### config.mk
export PLATFORM = sky130hd
export DESIGN_NAME = exe_top
export DESIGN_NICKNAME = d
export VERILOG_FILES = /design/src/hw/exe_pkg.sv /design/src/hw/exe_alu.sv /design/src/hw/exe_branch.sv /design/src/hw/exe_stage.sv /design/src/hw/exe_top.sv
export SDC_FILE = /design/constraint.sdc
export NUM_CORES = 2
export LEC_CHECK = 0
export ABC_AREA = 1
export CAP_MARGIN = 25
export CORE_UTILIZATION = 30
export CTS_BUF_LIST = sky130_fd_sc_hd__clkbuf_16
export DETAILED_ROUTE_END_ITERATION = 8
export DONT_BUFFER_PORTS = 1
export PLACE_DENSITY = 0.45
export SLEW_MARGIN = 25
export SYNTH_ARGS = -nofsm -noshare
export SYNTH_HDL_FRONTEND = slang
export SYNTH_SLANG_ARGS = --single-unit
### constraint.sdc
create_clock -name clk -period 30.1 [get_ports clk]
set_clock_uncertainty 0.15 [all_clocks]
set_input_delay 1.505 -clock clk [delete_from_list [all_inputs] [get_ports clk]]
set_output_delay 1.505 -clock clk [all_outputs]
set_load 0.01 [all_outputs]
### src/hw/exe_pkg.sv
/* Execute block definitions */

package exe_pkg;

  // datapath and instruction widths
  localparam int XLEN     = 64;
  localparam int ILEN     = 32;
  localparam int RIDX_W   = 5;
  localparam int OPCODE_W = 7;
  localparam int FUNCT3_W = 3;
  localparam int FUNCT7_W = 7;

  // major opcodes handled or forwarded by execute
  localparam logic [OPCODE_W-1:0] OPC_OP      = 7'b0110011;
  localparam logic [OPCODE_W-1:0] OPC_OPIMM   = 7'b0010011;
  localparam logic [OPCODE_W-1:0] OPC_OP32    = 7'b0111011;
  localparam logic [OPCODE_W-1:0] OPC_OPIMM32 = 7'b0011011;
  localparam logic [OPCODE_W-1:0] OPC_LUI     = 7'b0110111;
  localparam logic [OPCODE_W-1:0] OPC_AUIPC   = 7'b0010111;
  localparam logic [OPCODE_W-1:0] OPC_JAL     = 7'b1101111;
  localparam logic [OPCODE_W-1:0] OPC_JALR    = 7'b1100111;
  localparam logic [OPCODE_W-1:0] OPC_BRANCH  = 7'b1100011;
  localparam logic [OPCODE_W-1:0] OPC_LOAD    = 7'b0000011;
  localparam logic [OPCODE_W-1:0] OPC_STORE   = 7'b0100011;

  // integer funct3 codes, shared by register and immediate forms
  localparam logic [FUNCT3_W-1:0] F3_ADD  = 3'b000;
  localparam logic [FUNCT3_W-1:0] F3_SLL  = 3'b001;
  localparam logic [FUNCT3_W-1:0] F3_SLT  = 3'b010;
  localparam logic [FUNCT3_W-1:0] F3_SLTU = 3'b011;
  localparam logic [FUNCT3_W-1:0] F3_XOR  = 3'b100;
  localparam logic [FUNCT3_W-1:0] F3_SR   = 3'b101; // srl or sra by funct7 bit 5
  localparam logic [FUNCT3_W-1:0] F3_OR   = 3'b110;
  localparam logic [FUNCT3_W-1:0] F3_AND  = 3'b111;

  // branch conditions
  localparam logic [FUNCT3_W-1:0] F3_BEQ  = 3'b000;
  localparam logic [FUNCT3_W-1:0] F3_BNE  = 3'b001;
  localparam logic [FUNCT3_W-1:0] F3_BLT  = 3'b100;
  localparam logic [FUNCT3_W-1:0] F3_BGE  = 3'b101;
  localparam logic [FUNCT3_W-1:0] F3_BLTU = 3'b110;
  localparam logic [FUNCT3_W-1:0] F3_BGEU = 3'b111;

  // memory stage action codes
  localparam int MEMACT_W = 2;
  localparam logic [MEMACT_W-1:0] MEMACT_NONE  = 2'd0;
  localparam logic [MEMACT_W-1:0] MEMACT_LOAD  = 2'd1;
  localparam logic [MEMACT_W-1:0] MEMACT_STORE = 2'd2;

endpackage

### src/hw/exe_alu.sv
/* Integer ALU */

`timescale 1ns/100ps

module exe_alu
  import exe_pkg::*;
(
  input  logic [OPCODE_W-1:0] i_opcode,
  input  logic [FUNCT3_W-1:0] i_funct3,
  input  logic [FUNCT7_W-1:0] i_funct7,
  input  logic [XLEN-1:0]     i_op1,
  input  logic [XLEN-1:0]     i_op2,
  input  logic [XLEN-1:0]     i_pc,
  output logic                o_rd_wen,
  output logic [XLEN-1:0]     o_rd_wdata
);

  logic            reg_form;
  logic            do_sub;
  logic            do_sra;
  logic [5:0]      shamt;
  logic [4:0]      shamt_w;
  logic [31:0]     op1_w;
  logic [31:0]     op2_w;
  logic [XLEN-1:0] res64;
  logic [31:0]     res32;

  assign reg_form = (i_opcode == OPC_OP) || (i_opcode == OPC_OP32);
  assign do_sub   = reg_form && i_funct7[5]; // immediate forms never subtract
  assign do_sra   = i_funct7[5]; // srai also carries this bit in the immediate
  assign shamt    = i_op2[5:0];
  assign shamt_w  = i_op2[4:0];
  assign op1_w    = i_op1[31:0];
  assign op2_w    = i_op2[31:0];

  always_comb begin
    res64 = '0;
    case (i_funct3)
      F3_ADD:  res64 = do_sub ? i_op1 - i_op2 : i_op1 + i_op2;
      F3_SLL:  res64 = i_op1 << shamt;
      F3_SLT:  res64 = {{(XLEN-1){1'b0}}, $signed(i_op1) < $signed(i_op2)};
      F3_SLTU: res64 = {{(XLEN-1){1'b0}}, i_op1 < i_op2};
      F3_XOR:  res64 = i_op1 ^ i_op2;
      F3_SR: begin
        if (do_sra) begin
          res64 = $signed(i_op1) >>> shamt;
        end else begin
          res64 = i_op1 >> shamt;
        end
      end
      F3_OR:   res64 = i_op1 | i_op2;
      F3_AND:  res64 = i_op1 & i_op2;
      default: res64 = '0;
    endcase
  end

  // word forms only define add/sub and the shifts
  always_comb begin
    res32 = '0;
    case (i_funct3)
      F3_ADD: res32 = do_sub ? op1_w - op2_w : op1_w + op2_w;
      F3_SLL: res32 = op1_w << shamt_w;
      F3_SR: begin
        if (do_sra) begin
          res32 = $signed(op1_w) >>> shamt_w;
        end else begin
          res32 = op1_w >> shamt_w;
        end
      end
      default: res32 = '0;
    endcase
  end

  always_comb begin
    o_rd_wen   = 1'b1;
    o_rd_wdata = '0;
    case (i_opcode)
      OPC_OP, OPC_OPIMM:     o_rd_wdata = res64;
      OPC_OP32, OPC_OPIMM32: o_rd_wdata = {{(XLEN-32){res32[31]}}, res32};
      OPC_LUI:               o_rd_wdata = i_op2; // decode already shifted the immediate
      OPC_AUIPC:             o_rd_wdata = i_pc + i_op2;
      OPC_JAL, OPC_JALR:     o_rd_wdata = i_pc + XLEN'(4); // link address
      default: begin
        o_rd_wen   = 1'b0;
        o_rd_wdata = '0;
      end
    endcase
  end

endmodule

### src/hw/exe_branch.sv
/* Branch and jump resolver */

`timescale 1ns/100ps

module exe_branch
  import exe_pkg::*;
(
  input  logic [OPCODE_W-1:0] i_opcode,
  input  logic [FUNCT3_W-1:0] i_funct3,
  input  logic [XLEN-1:0]     i_op1,
  input  logic [XLEN-1:0]     i_op2,
  input  logic [XLEN-1:0]     i_t1,
  input  logic [XLEN-1:0]     i_pc,
  input  logic [XLEN-1:0]     i_pc_pred,
  output logic                o_pc_jmp,
  output logic [XLEN-1:0]     o_pc_jmpaddr
);

  logic            is_eq;
  logic            is_lt;
  logic            is_ltu;
  logic            taken;
  logic [XLEN-1:0] jalr_sum;
  logic [XLEN-1:0] pc_next;

  assign is_eq    = (i_op1 == i_op2);
  assign is_lt    = ($signed(i_op1) < $signed(i_op2));
  assign is_ltu   = (i_op1 < i_op2);
  assign jalr_sum = i_op1 + i_t1;

  always_comb begin
    case (i_funct3)
      F3_BEQ:  taken = is_eq;
      F3_BNE:  taken = !is_eq;
      F3_BLT:  taken = is_lt;
      F3_BGE:  taken = !is_lt;
      F3_BLTU: taken = is_ltu;
      F3_BGEU: taken = !is_ltu;
      default: taken = 1'b0; // reserved encodings fall through
    endcase
  end

  always_comb begin
    if (i_opcode == OPC_JAL) begin
      pc_next = i_pc + i_t1;
    end else if (i_opcode == OPC_JALR) begin
      pc_next = {jalr_sum[XLEN-1:1], 1'b0};
    end else if ((i_opcode == OPC_BRANCH) && taken) begin
      pc_next = i_pc + i_t1;
    end else begin
      pc_next = i_pc + XLEN'(4);
    end
  end

  // fetch only needs redirecting when the prediction was wrong
  assign o_pc_jmp     = (pc_next != i_pc_pred);
  assign o_pc_jmpaddr = pc_next;

endmodule

### src/hw/exe_stage.sv
/* Execute stage register */

`timescale 1ns/100ps

module exe_stage
  import exe_pkg::*;
(
  input  logic                clk,
  input  logic                rst,
  input  logic                i_decoded_req,
  output logic                o_decoded_ack,
  output logic                o_executed_req,
  input  logic                i_executed_ack,
  input  logic [XLEN-1:0]     i_pc,
  input  logic [ILEN-1:0]     i_inst,
  input  logic [OPCODE_W-1:0] i_opcode,
  input  logic [FUNCT3_W-1:0] i_funct3,
  input  logic [FUNCT7_W-1:0] i_funct7,
  input  logic [XLEN-1:0]     i_op1,
  input  logic [XLEN-1:0]     i_op2,
  input  logic [XLEN-1:0]     i_t1,
  input  logic [XLEN-1:0]     i_memaddr,
  input  logic [RIDX_W-1:0]   i_rd,
  input  logic [XLEN-1:0]     i_pc_pred,
  input  logic                i_nocmt,
  input  logic                i_skipcmt,
  output logic [OPCODE_W-1:0] o_opcode,
  output logic [FUNCT3_W-1:0] o_funct3,
  output logic [FUNCT7_W-1:0] o_funct7,
  output logic [XLEN-1:0]     o_op1,
  output logic [XLEN-1:0]     o_op2,
  output logic [XLEN-1:0]     o_t1,
  output logic [XLEN-1:0]     o_pc,
  output logic [XLEN-1:0]     o_pc_pred,
  output logic [XLEN-1:0]     o_ex_pc,
  output logic [ILEN-1:0]     o_ex_inst,
  output logic [RIDX_W-1:0]   o_ex_rd,
  output logic [XLEN-1:0]     o_ex_memaddr,
  output logic                o_ex_memren,
  output logic                o_ex_memwen,
  output logic [MEMACT_W-1:0] o_ex_memaction,
  output logic                o_ex_nocmt,
  output logic                o_ex_skipcmt
);

  logic                valid;
  logic                decoded_hs;
  logic                executed_hs;
  logic [ILEN-1:0]     inst_q;
  logic [XLEN-1:0]     memaddr_q;
  logic [RIDX_W-1:0]   rd_q;
  logic                nocmt_q;
  logic                skipcmt_q;
  logic                is_load;
  logic                is_store;

  // a held record leaving this cycle frees the slot for the next one
  assign o_decoded_ack  = !valid || i_executed_ack;
  assign o_executed_req = valid;
  assign decoded_hs     = i_decoded_req && o_decoded_ack;
  assign executed_hs    = valid && i_executed_ack;

  always_ff @(posedge clk) begin
    if (rst) begin
      valid <= 1'b0;
    end else if (decoded_hs) begin
      valid <= 1'b1;
    end else if (executed_hs) begin
      valid <= 1'b0;
    end
  end

  always_ff @(posedge clk) begin
    if (decoded_hs) begin
      o_pc      <= i_pc;
      inst_q    <= i_inst;
      o_opcode  <= i_opcode;
      o_funct3  <= i_funct3;
      o_funct7  <= i_funct7;
      o_op1     <= i_op1;
      o_op2     <= i_op2;
      o_t1      <= i_t1;
      memaddr_q <= i_memaddr;
      rd_q      <= i_rd;
      o_pc_pred <= i_pc_pred;
      nocmt_q   <= i_nocmt;
      skipcmt_q <= i_skipcmt;
    end
  end

  assign is_load  = (o_opcode == OPC_LOAD);
  assign is_store = (o_opcode == OPC_STORE);

  // the memory side sees only zeros while the stage is empty
  assign o_ex_pc      = valid ? o_pc : '0;
  assign o_ex_inst    = valid ? inst_q : '0;
  assign o_ex_rd      = valid ? rd_q : '0;
  assign o_ex_memaddr = valid ? memaddr_q : '0;
  assign o_ex_memren  = valid && is_load;
  assign o_ex_memwen  = valid && is_store;
  assign o_ex_nocmt   = valid && nocmt_q;
  assign o_ex_skipcmt = valid && skipcmt_q;

  always_comb begin
    if (o_ex_memren) begin
      o_ex_memaction = MEMACT_LOAD;
    end else if (o_ex_memwen) begin
      o_ex_memaction = MEMACT_STORE;
    end else begin
      o_ex_memaction = MEMACT_NONE;
    end
  end

endmodule

### src/hw/exe_top.sv
/* Execute block top */

`timescale 1ns/100ps

module exe_top
  import exe_pkg::*;
(
  input  logic                clk,
  input  logic                rst,
  input  logic                i_decoded_req,
  output logic                o_decoded_ack,
  output logic                o_executed_req,
  input  logic                i_executed_ack,
  input  logic [XLEN-1:0]     i_pc,
  input  logic [ILEN-1:0]     i_inst,
  input  logic [OPCODE_W-1:0] i_opcode,
  input  logic [FUNCT3_W-1:0] i_funct3,
  input  logic [FUNCT7_W-1:0] i_funct7,
  input  logic [XLEN-1:0]     i_op1,
  input  logic [XLEN-1:0]     i_op2,
  input  logic [XLEN-1:0]     i_t1,
  input  logic [XLEN-1:0]     i_memaddr,
  input  logic [RIDX_W-1:0]   i_rd,
  input  logic [XLEN-1:0]     i_pc_pred,
  input  logic                i_nocmt,
  input  logic                i_skipcmt,
  output logic [XLEN-1:0]     o_ex_pc,
  output logic [ILEN-1:0]     o_ex_inst,
  output logic [RIDX_W-1:0]   o_ex_rd,
  output logic [XLEN-1:0]     o_ex_memaddr,
  output logic                o_ex_memren,
  output logic                o_ex_memwen,
  output logic [MEMACT_W-1:0] o_ex_memaction,
  output logic                o_ex_nocmt,
  output logic                o_ex_skipcmt,
  output logic                o_pc_jmp,
  output logic [XLEN-1:0]     o_pc_jmpaddr,
  output logic                o_rd_wen,
  output logic [XLEN-1:0]     o_rd_wdata
);

  logic [OPCODE_W-1:0] ex_opcode;
  logic [FUNCT3_W-1:0] ex_funct3;
  logic [FUNCT7_W-1:0] ex_funct7;
  logic [XLEN-1:0]     ex_op1;
  logic [XLEN-1:0]     ex_op2;
  logic [XLEN-1:0]     ex_t1;
  logic [XLEN-1:0]     ex_pc;
  logic [XLEN-1:0]     ex_pc_pred;
  logic                alu_rd_wen;
  logic [XLEN-1:0]     alu_rd_wdata;
  logic                br_pc_jmp;
  logic [XLEN-1:0]     br_pc_jmpaddr;

  // handshake and memory-side ports share names with the top
  exe_stage u_stage (
    .*,
    .o_opcode  (ex_opcode),
    .o_funct3  (ex_funct3),
    .o_funct7  (ex_funct7),
    .o_op1     (ex_op1),
    .o_op2     (ex_op2),
    .o_t1      (ex_t1),
    .o_pc      (ex_pc),
    .o_pc_pred (ex_pc_pred)
  );

  exe_alu u_alu (
    .i_opcode   (ex_opcode),
    .i_funct3   (ex_funct3),
    .i_funct7   (ex_funct7),
    .i_op1      (ex_op1),
    .i_op2      (ex_op2),
    .i_pc       (ex_pc),
    .o_rd_wen   (alu_rd_wen),
    .o_rd_wdata (alu_rd_wdata)
  );

  exe_branch u_branch (
    .i_opcode     (ex_opcode),
    .i_funct3     (ex_funct3),
    .i_op1        (ex_op1),
    .i_op2        (ex_op2),
    .i_t1         (ex_t1),
    .i_pc         (ex_pc),
    .i_pc_pred    (ex_pc_pred),
    .o_pc_jmp     (br_pc_jmp),
    .o_pc_jmpaddr (br_pc_jmpaddr)
  );

  // results only mean something while a record is held
  assign o_rd_wen     = o_executed_req && alu_rd_wen;
  assign o_rd_wdata   = o_executed_req ? alu_rd_wdata : '0;
  assign o_pc_jmp     = o_executed_req && br_pc_jmp;
  assign o_pc_jmpaddr = o_executed_req ? br_pc_jmpaddr : '0;

endmodule

=== Word level (Yosys, flattened, before mapping) ===
Cells that the tools add are included.
W data, S select, Z words.

* Equal/unequal tests: 20
* Mux-type cells: 22
* $add $sub $neg: 8
* Order comparisons: 2
* Reductions and logical operators: 22
* Bitwise gates (word level): 3
* Shifts and indexed selects: 6

{| class="wikitable"
|+ Operator list
! cell !! number
|-
| $mux W64 || 9
|-
| $pmux W64 S8 || 1
|-
| $pmux W64 S5 || 1
|-
| $add A64 B64 Y64 || 4
|-
| $lt A64 B64 Y1 || 2
|-
| $mux W32 || 3
|-
| $pmux W32 S3 || 1
|-
| $add A64 B3 Y64 const B || 1
|-
| $and A64 B64 Y64 || 1
|-
| $eq A64 B64 Y1 || 1
|-
| $ne A64 B64 Y1 || 1
|-
| $or A64 B64 Y64 || 1
|-
| $shl A64 B6 Y64 || 1
|-
| $shr A64 B6 Y64 || 1
|-
| $sshr A64 B6 Y64 || 1
|-
| $sub A64 B64 Y64 || 1
|-
| $xor A64 B64 Y64 || 1
|-
| $add A32 B32 Y32 || 1
|-
| $shl A32 B5 Y32 || 1
|-
| $shr A32 B5 Y32 || 1
|-
| $sshr A32 B5 Y32 || 1
|-
| $sub A32 B32 Y32 || 1
|-
| $eq A7 B6 Y1 const B || 4
|-
| $eq A7 B5 Y1 const B || 3
|-
| other kinds (16) || 40
|}

* Logic and storage cells: 97
* Input port bits: 444
* Output and inout port bits: 303
* Register bits after elaboration: 440

=== Longest topological paths before layout ===
* Depth in word-level cells: 9
* Mapped depth: 34
* Depth with buffers taken out: 31

=== Cells and area by module ===
A second synthesis with hierarchy kept.

* Cells, all modules: 11664
* Area total of the unflattened synthesis: 66694.0 um^2

{| class="wikitable"
|+ By module, submodules not included
! module !! cells an instance !! seq. area each (um^2) !! instances !! area an instance (um^2)
|-
| exe_alu || 7509 || 0.0 || 1 || 35296.4
|-
| exe_branch || 3067 || 0.0 || 1 || 15630.0
|-
| exe_stage || 814 || 13232.7 || 1 || 14696.6
|-
| exe_top || 274 || 0.0 || 1 || 1071.0
|}

=== Least setup slack after synthesis ===
Ideal clock, no wire load.

* Path kind: input port to flip-flop
* From: input port i_decoded_req
* To: register u_stage.inst_q[0], enable pin
* Required time: 28.572 ns
* Slack: 6.249 ns
* Library setup time: 1.378 ns
* Cell stages on the path: 2
* Buffers on the path: 0
* Arrival: 22.323 ns
* Cell sequence: inv_1 a21oi_1

* Word-level cells in the longest chain between the ends: 1

{| class="wikitable"
|+ RTL lines
! item !! line !! RTL
|-
| from (decl) || exe_top.sv:10 || <nowiki>input logic i_decoded_req,</nowiki>
|-
| $logic_and A1 B1 Y1 || exe_stage.sv:60 || <nowiki>assign decoded_hs = i_decoded_req && o_decoded_ack;</nowiki>
|-
| net u_stage.decoded_hs || exe_stage.sv:47 || <nowiki>logic decoded_hs;</nowiki>
|-
| to (signal assigned) || exe_stage.sv:76 || <nowiki>inst_q <= i_inst;</nowiki>
|-
| to (decl) || exe_stage.sv:49 || <nowiki>logic [ILEN-1:0] inst_q;</nowiki>
|}

The timed path passes the listed nets, and every way through them passes these cells.
A chain may end at the register's enable or synchronous reset.

=== Worst setup path in the final report ===
* From: register u_stage.o_op2[5]
* To: output port o_rd_wdata[44]

* Word-level cells in the longest chain between the ends: 5

{| class="wikitable"
|+ RTL lines
! item !! line !! RTL
|-
| from (decl) || exe_stage.sv:31 || <nowiki>output logic [XLEN-1:0] o_op2,</nowiki>
|-
| from (signal assigned) || exe_stage.sv:81 || <nowiki>o_op2 <= i_op2;</nowiki>
|-
| $add A64 B64 Y64, or another cell as far along || exe_alu.sv:39 || <nowiki>F3_ADD: res64 = do_sub ? i_op1 - i_op2 : i_op1 + i_op2;</nowiki>
|-
| $mux W64, or another cell as far along || exe_alu.sv:39 ||
|-
| $pmux W64 S8 or $pmux W32 S3 (tied branches) || exe_alu.sv:38, exe_alu.sv:60 ||
|-
| $pmux W64 S5 * || exe_alu.sv:77 || <nowiki>case (i_opcode)</nowiki>
|-
| $mux W64 * || exe_top.sv:93 || <nowiki>assign o_rd_wdata = o_executed_req ? alu_rd_wdata : '0;</nowiki>
|-
| to (decl) || exe_top.sv:39 || <nowiki>output logic [XLEN-1:0] o_rd_wdata</nowiki>
|}

Every way passes the cells marked *; elsewhere a longest branch is shown, timed or not.

==> impl_results.md <==
- Final Cycle Share: 32.5%
- Reg clk slew, reported paths: 0.06 ns
- Post-route insts no fill: 11600
- Cells after synthesis: 9219
- Via count: 67600
- Top Family by Delay on Critical Path: compound AO/OA/AOI/OAI gates
- Startpoint Class: register
- Maximum clock rate: 102 MHz
- Status: complete, but fails checks
- Seq pwr share: 31.4%
- Worst-Skew Late Latency: 0.71 ns
- Drt total wl: 394000 um
- Asr flop ratio synth: 0%
- Slew Limit Fails: 0
- Kind of critical path: register to primary output
- IO Port Bufs: 0
- Slew HR: 17.4%
- Crit path buffers/inverters: 7
- Die Y: 438 um
- Remaining DRCs: 6
- CP endpoint kind: primary output
- Drt pass-1 iters: 8
- First-pass GRT wire length: 523000 um
- Synth cell count leaders: nand2_1 (2258), inv_1 (1376), a21oi_1 (911)
- Vias in the first global route: 64000
- # IOs: 747
- Synth Area per Inst: 6.18 um2
- Initial antenna violation count: 33
- Hold-fix buffers at CTS: 0
- Gate power share: 42.3%
- Setup ws final: 20.33 ns
- Share of layout cells above drive strength 1: 4.68%
- P_sw: 1.12 mW
- Post-synthesis cell type with the largest combined area: edfxtp_1
- Hold_ws: 0.695 ns
- MaxCap Viol Count: 0
- Pint: 1.35 mW
- Yosys reg bits: 435
- WL/cell: 33.8 um
- Final min period: 9.77 ns
- Post-route ant nets: 0
- Total CTS buffers: 51
- Initial core utilization: 30.3%
- Final Hold Viols: 0
- Synth top area cells: edfxtp_1 (23%), nand2_1 (15%), ha_1 (9.1%)
- Top cell type's share of synthesized area: 22.9%
- Core box area: 188000 um2
- Aggregate negative setup slack: 0 ns
- Buffer count from post-CTS setup fixing: 0
- Clock Tree Root: clkbuf_16
- GR Util All Layers: 39.4%
- Largest net degree at the start of global routing: 81
- Post-route cell area: 62000 um2
- Placer congestion estimate: 1.07
- Sequential fraction of the synthesis area: 22.9%
- Clk pwr share: 26.3%
- Std cell rows: 159
- Most common cell in the netlist: nand2_1
- Post-DP Area: 60200 um2
- Switching part of the total: 45.4%
- Post-synthesis cell type count: 74
- Leakage: 28.6 nW
- Pwr Density: 39.9 nW/um2
- Iter 0 DRT Violations: 8063
- Critical-path maximum fanout: 22
- CP required: 28.45 ns
- Cells after DPL: 11500
- CP max stage delay: 0.73 ns
- Worst slew pin tran: 1.23 ns
- Filler cells: 21300
- Slowest stage cell on the critical path: o21ai_0
- H-tree Lvls: 2
- CTS resizes: 0
- CTS Buffer Depth: 3
- Syn-to-layout area delta: 8.70%
- Final setup viols: 0
- RSZ-0062 raised after global routing: no
- Synthesis Warnings: 0
- Hold Path Class: input port to register
- Failing checks: DRC
- Sink count of the clock tree: 435
- Vias/cell: 5.81
- Final total power: 2.48 mW
- Fin util: 32.9%
- CTS tree: yes
- Dpl ws: 21.28 ns
- Hpwl dp: 326000 um
- Syn Std Cell Area: 57000 um2
- DIE AREA: 192000 um2
- Layout Nets: 9957
- Post-synth top flop: edfxtp_1
- Syn_nets: 10100
- Die W: 438 um
- CP Data Arrival Time: 8.12 ns
- VDD IR-drop max: 0.0491 mV
- Global route overflow: 0
- EDFF count, synth: 434
==> logic make-up after synthesis <==
group	count (synthesis)	synth area share (%)
xor gates and xnor gates	185	2.84
AOI/OAI and AO/OA	2331	23.2
muxes	40	0.702
and+or+nand+nor	4036	29.2
DFF	435	22.9
adders and majority gates	419	9.27
buffers and inverters	1773	11.9
==> power by group through the flow <==
stage	registers (mW)	clock network (mW)	logic [mW]
final	0.777	0.651	1.05
after global routing	0.776	0.684	1.11
after CTS	0.774	0.665	1.01
after detailed placement	0.786	0	1.01
after global placement	0.786	0	1.01
after floorplan	0.777	0	0.603
==> registers in the layout, indices dropped and copies added, names as in the netlist, 3 cells and up <==
name	count
u_stage.memaddr_q	64
u_stage.o_op1	64
u_stage.o_op2	64
u_stage.o_pc	64
u_stage.o_pc_pred	64
u_stage.o_t1	64
u_stage.inst_q	32
u_stage.o_opcode	7
u_stage.rd_q	5
u_stage.o_funct3	3
==> path summary, 6_finish.rpt <==
check	start	to	slack [ns]	depth (start not counted)
setup / recovery	u_stage.o_op2[5]	o_rd_wdata[44]	20.33	27
hold reg to reg	u_stage.o_executed_req	u_stage.o_executed_req	0.69	2
hold / removal	rst	u_stage.o_executed_req	0.69	1
setup reg to reg	u_stage.o_executed_req	u_stage.inst_q[31]	25.47	5
==> final cells by class <==
class	count	area [um2]	area share, %
well taps	2495	3120	5.04
clock inverters	41	443	0.715
inverters	1426	5360	8.65
clock buffers	51	1280	2.06
diodes	19	47.5	0.0767
flip-flops and latches	435	13100	21.1
multi-input cells	7011	37400	60.3
repair buffers	169	1310	2.11
==> cells in the final DEF (no fill, tap or decap), types with 35 or more instances in the layout <==
master,netlist,final
or2_2,71,71
nand3_1,519,519
nand2_1,2258,2257
inv_2,41,40
o221ai_1,58,57
buf_4,2,166
o21ai_0,785,778
o211ai_1,63,63
ha_1,413,413
nor4_1,40,40
clkbuf_16,0,51
o22ai_1,56,56
nor2_1,905,892
a31oi_1,126,126
o21a_1,43,43
nor3_1,112,110
xor2_1,154,154
o21bai_1,35,35
inv_1,1376,1382
a21o_1,45,45
a21oi_1,911,908
nand4_1,56,56
mux2i_1,40,40
edfxtp_1,434,434
==> worst register-to-register path: cells and delay by family, from the launching register on <==
kind | cells | cell delay, ns
buffers and inverters | 4 | 3.25
flip-flops | 1 | 0.52
AO/OA/AOI/OAI | 1 | 0.21
==> per-layer routing <==
layer / track usage, % / share of wire, % / vias up
met2: 62.4 / 44 / 3518
met3: 6.01 / 7.8 / 751
met4: 25.0 / 7.4 / 6
met1: 49.9 / 41 / 32800
li1: - / - / 30600
met5: 0 / 0.0096 / -
Power figures use the tool's default switching activity.
